==> src/icache_defs.svh <==
// Instruction cache geometry

`ifndef ICACHE_DEFS_SVH
`define ICACHE_DEFS_SVH

// fetch address and instruction width
`define IC_ADDR_BITS 32
`define IC_WORD_BITS 32

// block layout
`define IC_WORDS_PER_BLOCK 4
`define IC_BLOCK_BITS (`IC_WORDS_PER_BLOCK * `IC_WORD_BITS)

// organisation
`define IC_SETS 16
`define IC_WAYS 4

// low address fields in order byte, word offset and index
`define IC_BYTE_BITS 2
`define IC_OFFSET_BITS 2
`define IC_INDEX_BITS 4

// tag takes whatever is left of the address
`define IC_TAG_BITS \
    (`IC_ADDR_BITS - `IC_INDEX_BITS - `IC_OFFSET_BITS - `IC_BYTE_BITS)

// block address is {tag, index}
`define IC_BLOCK_ADDR_BITS (`IC_TAG_BITS + `IC_INDEX_BITS)

`endif

==> src/icachePkg.sv <==
// Instruction cache types

`include "icache_defs.svh"

package icachePkg;

    // one fetched instruction
    typedef logic [`IC_WORD_BITS-1:0] word_t;

    // one full cache line, word 0 in the low bits
    typedef logic [`IC_BLOCK_BITS-1:0] block_t;

    // tag and set index of a line
    typedef logic [`IC_BLOCK_ADDR_BITS-1:0] blockAddr_t;

    // one bit per way
    typedef logic [`IC_WAYS-1:0] wayMask_t;

    // controller states
    typedef enum logic [1:0] {
        stLookup,
        stMissReq,
        stRefill
    } ctrlState_t;

endpackage

==> src/icacheController.sv <==
// Instruction cache controller

`timescale 1ns/1ps
`include "icache_defs.svh"

module icacheController (
    input  logic                  clk,
    input  logic                  rst,
    input  logic                  reqValid,
    input  logic [`IC_ADDR_BITS-1:0] reqAddr,
    input  logic                  hit,
    input  icachePkg::block_t     readBlock,
    input  logic                  memValid,
    input  icachePkg::block_t     memData,
    output logic                  respValid,
    output icachePkg::word_t      respData,
    output logic                  memReq,
    output icachePkg::blockAddr_t memBlockAddr,
    output logic                  lookupEn,
    output logic                  refillEn,
    output icachePkg::blockAddr_t blockAddr,
    output icachePkg::block_t     refillData
);
    import icachePkg::*;

    localparam int LoBit = `IC_OFFSET_BITS + `IC_BYTE_BITS;

    ctrlState_t state;
    ctrlState_t nextState;

    logic [`IC_OFFSET_BITS-1:0] wordOff;
    logic                       missSeen;

    // split the fetch address
    assign blockAddr = reqAddr[`IC_ADDR_BITS-1:LoBit];
    assign wordOff   = reqAddr[LoBit-1:`IC_BYTE_BITS];

    // request is still held while its response pulses, so skip that cycle
    assign lookupEn = (state == stLookup) && reqValid && !respValid;
    assign missSeen = lookupEn && !hit;

    // refill straight from the memory bus
    assign refillEn   = (state == stRefill) && memValid;
    assign refillData = memData;

    always_comb begin
        nextState = state;
        unique case (state)
            stLookup: begin
                if (missSeen) begin
                    nextState = stMissReq;
                end
            end
            stMissReq: begin
                nextState = stRefill;
            end
            stRefill: begin
                if (memValid) begin
                    nextState = stLookup;
                end
            end
            default: begin
                nextState = stLookup;
            end
        endcase
    end

    always_ff @(posedge clk or negedge rst) begin
        if (!rst) begin
            state     <= stLookup;
            respValid <= 1'b0;
            memReq    <= 1'b0;
        end else begin
            state     <= nextState;
            respValid <= lookupEn && hit;
            // high for the single stMissReq cycle
            memReq    <= missSeen;
        end
    end

    // response word and request address
    always_ff @(posedge clk) begin
        if (lookupEn && hit) begin
            respData <= readBlock[wordOff * `IC_WORD_BITS +: `IC_WORD_BITS];
        end
        if (missSeen) begin
            memBlockAddr <= blockAddr;
        end
    end

    assert property (@(posedge clk) disable iff (!rst)
        memReq |-> (state == stMissReq))
        else $error("memReq outside stMissReq");

    // no new lookup starts during the response cycle
    assert property (@(posedge clk) disable iff (!rst)
        respValid |=> !respValid)
        else $error("respValid high in consecutive cycles");

endmodule

==> config.mk <==
export PLATFORM = sky130hd
export DESIGN_NAME = icacheController
export DESIGN_NICKNAME = d
export VERILOG_FILES = /design/src/icachePkg.sv /design/src/icacheController.sv
export VERILOG_INCLUDE_DIRS = /design/src
export SDC_FILE = /design/constraint.sdc
export NUM_CORES = 1
export LEC_CHECK = 0
export ABC_CLOCK_PERIOD_IN_PS = 2900
export BUFFER_PORTS_ARGS = -buffer_cell sky130_fd_sc_hd__buf_4
export CORE_AREA = 2 2 198 200
export DETAILED_ROUTE_END_ITERATION = 6
export DIE_AREA = 0 0 200 202
export GPL_ROUTABILITY_DRIVEN = 1
export MAX_ROUTING_LAYER = met4
export PLACE_DENSITY_LB_ADDON = 0.25
export SLEW_MARGIN = 20
export SYNTH_ARGS = -nofsm -noshare
export SYNTH_HDL_FRONTEND = slang
export SYNTH_SLANG_ARGS = --single-unit
==> constraint.sdc <==
create_clock -name clk -period 2.9 [get_ports clk]
set_input_delay 0.58 -clock clk [delete_from_list [all_inputs] [get_ports clk]]
set_output_delay 0.58 -clock clk [all_outputs]
set_load 0.02 [all_outputs]
### After elaboration in Yosys (flattened, before gate mapping)

Index checks and enable logic that the tools add are counted.

| storage, ports and cells | value |
|---|---|
| word-level logic and storage cells | 22 |
| flip-flop bits (word level) | 64 |
| output and inout bits | 220 |

| cells by class | value |
|---|---|
| multiplexer cells | 3 |
| reduce and logical (&&, ||, !) cells | 9 |
| shifts and indexed selects | 1 |
| equal/unequal tests | 4 |

Operators by type and width:

| cell | count |
|---|---|
| $shiftx 128x8->32 | 1 |
| $pmux 2 s3 | 1 |
| $logic_and 1x1->1 | 5 |
| $mux 2 | 2 |
| $ne 2x2->1 const B | 2 |
| $eq 2x1->1 const B | 1 |
| $eq 2x2->1 const B | 1 |
| $logic_not 1->1 | 2 |
| $logic_not 2->1 | 1 |
| $reduce_and 2->1 | 1 |

### Logic depth before layout (Yosys ltp)

Gate-level depths: netlist of run 1.

| depth | value |
|---|---|
| word-level depth | 6 |
| mapped depth | 3 |

### Worst setup path before layout of run 1

No wires, ideal clock.

| timing path | value |
|---|---|
| kind | input port to flip-flop |
| start point | input reqValid |
| end point | register memBlockAddr[0] (enable) |
| slack | -0.011 ns |
| arrival | 2.494 ns |
| path buffers | 0 |
| stages | 2 |
| data required time | 2.482 ns |
| cell sequence | nor4b_2 -> nor2b_1 |

| on the way | value |
|---|---|
| word-level cells in the longest chain between the ends | 3 |

Ends and longest elaborated chain:

| element | line | source |
|---|---|---|
| start, declared | icacheController.sv:9 | `input logic reqValid,` |
| $logic_and 1x1->1 (2 in a row) | icacheController.sv:39 | `assign lookupEn = (state == stLookup) && reqValid && !respValid;` |
| $logic_and 1x1->1 | icacheController.sv:40 | `assign missSeen = lookupEn && !hit;` |
| via missSeen | icacheController.sv:32 | `logic missSeen;` |
| end signal, assigned | icacheController.sv:87 | `memBlockAddr <= blockAddr;` |
| end, declared | icacheController.sv:18 | `output icachePkg::blockAddr_t memBlockAddr,` |

The timed path passes the listed nets, and every way through them passes these cells.
A chain may end at the register's enable or synchronous reset.

### Worst setup path in the final report of run 1

| timing path | value |
|---|---|
| start point | register state[1] |
| end point | output lookupEn |

| on the way | value |
|---|---|
| word-level cells in the longest chain between the ends | 3 |

Ends and longest elaborated chain:

| element | line | source |
|---|---|---|
| start, declared | icacheController.sv:28 | `ctrlState_t state;` |
| start signal, assigned | icacheController.sv:70 | `state <= stLookup;` |
| start signal, assigned | icacheController.sv:74 | `state <= nextState;` |
| $logic_not 2->1 | icacheController.sv:39 |  |
| $logic_and 1x1->1 (2 in a row) | icacheController.sv:39 |  |
| end, declared | icacheController.sv:19 | `output logic lookupEn,` |

No other way between the ends.

==> flow_metrics.tcl, run 1 <==
set metrics [dict create \
    wl_per_cell_um 22.9 \
    core_mm2 0.0383 \
    vias 2539 \
    first_global_vias 2694 \
    power_density_mw_per_mm2 531 \
    netlist_area_mm2 0.00395 \
    antenna_cells 0 \
    grt.total_usage_pct 9.98 \
    antenna_found_initial 0 \
    status "completed" \
    grt_pass1_wl_mm 24.9 \
    synth_cells 266 \
    slew_headroom_pct 51.4 \
    io_pins 513 \
    grt_setup_unrepaired "no" \
    drt_iter0_drc 38 \
    vias_per_cell 2.84 \
    portBuffers 254 \
    postCtsSetupRepairBufs 0 \
    grt_overflow_total 0 \
    clkLatencyLatePin_ns 0.36 \
    cp_max_fo 4 \
    startpoint "state[1]" \
    worst_slew_pin_slew_ns 0.729 \
    total_power_w 0.00299 \
    rows 72 \
    ys_ff_latch 64 \
    tns_ns 0 \
    min_path_type "primary input to flip-flop" \
    min_period_ns 1.96 \
    drc 0 \
    ir_drop_uv 266 \
    max_freq_ghz 0.509 \
    crit_path_start_kind "flip-flop" \
    drive_above_1_share_pct 81.4 \
    fin_skew_ns 0.00789 \
    clkSlewWorstSetupHoldPaths_ns 0.06 \
    slew_violations 0 \
    clkSinkCount 64 \
    setup_viol 0 \
    nets 664 \
    cts_buffers 9 \
    htree_levels 3 \
    cap_violations 0 \
    min_from "hit" \
    layout_worst_path_cycle_share_pct 67.7 \
    crit_type "flip-flop to output pin" \
    r2r_start "state[1]" \
    worstPathArrival_ns 1.38 \
    ys_types 14 \
    die_h_um 202 \
    avgSynthCellArea_um2 14.8 \
    worstPathRequired_ns 2.32 \
    initial_core_util_pct 10.3 \
    die_w_um 200 \
    syn_nets 559 \
    postRouteAntennaNets 0 \
    cts_root_buffer "clkbuf_16" \
    yosysWarnings 0 \
    clock_path_buffers 2 \
    fp.dieArea_mm2 0.0404 \
    place_congestion 0.701 \
    grt_start_max_net_pins 33 \
    area_growth_syn_to_layout_pct 42.8 \
    ys_seq_area_share_pct 48.2 \
    cellLeakagePower_nw 2.26 \
    final_hold_viol_count 0 \
    worst_setup_path_end_kind "output pin" \
    cts_tree "built" \
    drt_pre_antenna_iters 4 \
    routed_wl_mm 20.4 \
]
metal layers:
layer | GRT usage, % | routed length [um] | share of wire (%) | vias up
met1 | 6.96 | 5290 | 26 | 1127
met4 | 4.34 | 631 | 3.1 | 0
met3 | 8.16 | 4000 | 20 | 61
met2 | 17.6 | 10500 | 51 | 338
li1 | - | - | - | 1013
met5 | - | 0 | 0 | -
per-stage QoR:
step | worst slack [ns] | hold WS, ns | cells | instance area [um2] | utilization (%)
2_1_floorplan | 0.484 | 0.284 | 266 | 3950 | -
3_3_place_gp | 0.706 | 0.381 | 877 | 5270 | 13.8
3_5_place_dp | 0.719 | 0.381 | 877 | 5270 | 13.8
4_1_cts | 0.880 | 0.359 | 894 | 5630 | 14.7
5_1_grt | 0.822 | 0.372 | 894 | 5630 | 14.7
6_report | 0.936 | 0.395 | 894 | 5630 | 14.7
synth_stat cells:
| cell | n | area [um2] |
|---|---|---|
| buf_12 | 3 | 60.1 |
| buf_2 | 3 | 15.0 |
| mux4_1 | 2 | 52.6 |
| nor2_1 | 1 | 3.75 |
| and3b_1 | 1 | 8.76 |
| edfxtp_1 | 60 | 1800 |
| mux4_2 | 30 | 676 |
| and2_1 | 1 | 6.26 |
| nor4b_2 | 1 | 15.0 |
| mux2_2 | 1 | 11.3 |
| buf_6 | 1 | 11.3 |
| buf_4 | 156 | 1170 |
| dfrtp_1 | 4 | 100 |
| nor2b_1 | 2 | 12.5 |
kinds of logic after synthesis:
logic type	share of synthesized area, %
buf+inv	31.9
flops	48.2
mux	18.7
simple gates	1.17
sequential cells by signal, summed over array words and instances (netlist names):
name,count
respData,32
memBlockAddr,28
state,2
memReq,1
respValid,1
power by group:
part	switching, W	internal (W)
Combinational	0.000253	0.000307
Sequential	0.0000218	0.00109
Clock	0.000471	0.000850
Total	0.000746	0.00225
path summary, 6_finish.rpt:
kind / depth (start not counted) / slack, ns / end
setup / recovery: 2 / 0.94 / lookupEn
hold / removal: 2 / 0.39 / state[0]
setup reg to reg: 3 / 0.95 / respData[17]
hold reg to reg: 1 / 0.56 / state[1]
max in group asynchronous: 2 / 2.24 / memReq
min in group asynchronous: 2 / 0.56 / respValid
layout make-up:
| cell class | instances | area, um2 |
|---|---|---|
| clock buffers | 9 | 225 |
| clock inverters | 7 | 125 |
| fillers | 4308 | 32700 |
| multi-input cells | 39 | 790 |
| flip-flops and latches | 64 | 1900 |
| well taps | 518 | 648 |
| repair buffers | 257 | 1940 |
worst max-delay path, stage by stage, from the launching register on:
cell and delay, ns:
dfrtp_1 0.40, nor4b_2 0.40, buf_4 0.23
layout by cell type (no fill, tap or decap), drive strengths merged:
cell type and n:
clkbuf 9, dfrtp 4, edfxtp 60, dlygate4sd3 1, nor2 1, mux2 1
buf 256, and2 1, mux4 32, nor2b 2, bufinv 3, and3b 1
clkinv 1, inv 3, nor4b 1
timing repair:
action                                  CTS  global route
endpoints found under the setup margin    0             0
gates resized for setup                   0             0
hold buffers                              1             0
hold endpoints to repair                  4             0
Note: power is estimated with default switching activity, not from simulation.
==> inputs of run 2 (changes only) <==
--- a/config.mk
+++ b/config.mk
@@ -6,11 +6,11 @@
 export SDC_FILE = /design/constraint.sdc
 export NUM_CORES = 1
 export LEC_CHECK = 0
-export ABC_CLOCK_PERIOD_IN_PS = 2900
+export ABC_CLOCK_PERIOD_IN_PS = 1700
 export BUFFER_PORTS_ARGS = -buffer_cell sky130_fd_sc_hd__buf_4
-export CORE_AREA = 2 2 198 200
+export CORE_AREA = 2 2 202 204
 export DETAILED_ROUTE_END_ITERATION = 6
-export DIE_AREA = 0 0 200 202
+export DIE_AREA = 0 0 204 206
 export GPL_ROUTABILITY_DRIVEN = 1
 export MAX_ROUTING_LAYER = met4
 export PLACE_DENSITY_LB_ADDON = 0.25
==> constraint.sdc (replaced) <==
create_clock -name clk -period 1.7 [get_ports clk]
set_input_delay 0.34 -clock clk [delete_from_list [all_inputs] [get_ports clk]]
set_output_delay 0.34 -clock clk [all_outputs]
set_load 0.02 [all_outputs]
==> flow_metrics.tcl, run 2 (synthesis results as in run 1) <==
set metrics [dict create \
    status "completed" \
    setup_viol 0 \
    min_path_type "primary input to flip-flop" \
    post-route-cell-area_mm2 0.00575 \
    clkLatencyLatePin_ns 0.36 \
    ir_drop_uv 300 \
    crit_family "flip-flops" \
    clock_path_buffers 2 \
    max_freq_ghz 0.602 \
    worst_setup_path_end_kind "output pin" \
    drc 0 \
    io_pins 513 \
    routed_wl_mm 21.1 \
    final_hold_viol_count 0 \
    cp.depth 3 \
    place_congestion 0.753 \
    slew_headroom_pct 83.6 \
    final_common_cell "buf_4" \
    worstPathRequired_ns 1.36 \
    die_h_um 206 \
    area_growth_syn_to_layout_pct 45.8 \
    drive_above_1_share_pct 81.8 \
    placed_area_mm2 0.00542 \
    hold_ws_ns 0.179 \
    cp_max_fo 2 \
    htree_levels 3 \
    dpl.hpwl_mm 18.6 \
    startpoint "respValid" \
    holdPathStages 1 \
    min_from "reqAddr[20]" \
    reg2reg_depth 4 \
    initial_core_util_pct 9.82 \
    grt.total_usage_pct 9.87 \
    grt_overflow_total 0 \
    die_w_um 204 \
    worst_slew_pin_slew_ns 0.246 \
    final_cell_mix "257 x buf_4, 60 x edfxtp_1, 30 x mux4_2" \
    cellLeakagePower_nw 2.30 \
    wl_met2_mm 10.8 \
    reg_top3 "respData (32), memBlockAddr (28), state (2)" \
    vias 2555 \
    tns_ns 0 \
    grt_pass1_wl_mm 25.8 \
    largest_reg_flops 32 \
    layout_worst_path_cycle_share_pct 97.7 \
    total_power_w 0.00487 \
    clkSinkCount 64 \
    grt_setup_unrepaired "yes" \
    crit_path_start_kind "flip-flop" \
    slew_violations 0 \
    cap_violations 0 \
    cts_tree "built" \
    postRouteAntennaNets 0 \
    dr.max_layer_used "met4" \
    critPathBufInv 2 \
    antenna_cells 0 \
    regMostFlops "respData" \
    drt_iter0_drc 96 \
    first_global_vias 2627 \
    r2r_start "respValid" \
    core_mm2 0.0402 \
    cts_root_buffer "clkbuf_16" \
    grt_start_max_net_pins 30 \
    cts_buffers 9 \
    wl_per_cell_um 23.1 \
    power_density_mw_per_mm2 847 \
    min_period_ns 1.66 \
    fp.dieArea_mm2 0.0420 \
    worstPathArrival_ns 1.32 \
    fin_skew_ns 0.0152 \
    rrSetupSlack_ns 0.12 \
    clkSlewWorstSetupHoldPaths_ns 0.06 \
    met3_length_mm 4.59 \
    vias_per_cell 2.79 \
    rows 74 \
    portBuffers 254 \
    drt_pre_antenna_iters 4 \
    crit_type "flip-flop to output pin" \
    wl_met1_mm 4.98 \
    slowest_delay_ns 0.42 \
    worstPathCellList "nor4b_4 -> buf_4 -> buf_6" \
    antenna_found_initial 0 \
    slowest_stage "dfrtp_2" \
    nets 672 \
]
## run 2: cell type report
type / count / area [um2]
clock buffers: 11 / 253
clock inverters: 5 / 55.1
well taps: 532 / 666
fillers: 4487 / 34400
multi-input cells: 39 / 803
flip-flops and latches: 64 / 1900
repair buffers: 265 / 2070
## run 2: what timing repair did
action	in CTS	in global routing
endpoints found under the hold margin	4	0
hold buffers	1	0
gates resized for setup	1	0
pin swaps	1	0
setup endpoints to repair	1	1
setup buffers	1	0
## run 2: metal layers
| layer | global-route usage, % | up-vias |
|---|---|---|
| met2 | 17.0 | 331 |
| met1 | 6.64 | 1130 |
| li1 | - | 1033 |
| met5 | - | - |
| met4 | 4.50 | 0 |
| met3 | 9.13 | 61 |
## run 2: final timing paths
path / endpoint
max: lookupEn
min: memBlockAddr[16]
max reg2reg: respData[16]
min reg2reg: state[1]
max in group asynchronous: respValid
min in group asynchronous: state[0]
## run 2: power by group
| part | internal (W) | total (W) | switching (W) |
|---|---|---|---|
| clock network | 0.00121 | 0.00197 | 0.000759 |
| logic | 0.000570 | 0.00101 | 0.000438 |
| registers | 0.00186 | 0.00189 | 0.0000341 |
| total | 0.00364 | 0.00487 | 0.00123 |
## run 2: worst register-to-register path: stages, from the launching register on
cell and delay [ns]:
dfrtp_2 0.42, nor4b_4 0.29, buf_4 0.15, and2_2 0.20, buf_12 0.19
## run 2: through the flow
step                      setup WS (ns)  cells  utilization [%]
after floorplan                  -0.145    266                -
after global routing            -0.0353    916             14.3
final                            0.0386    916             14.3
after global placement            0.135    898             13.5
after CTS                       0.00392    916             14.3
after detailed placement          0.160    898             13.5
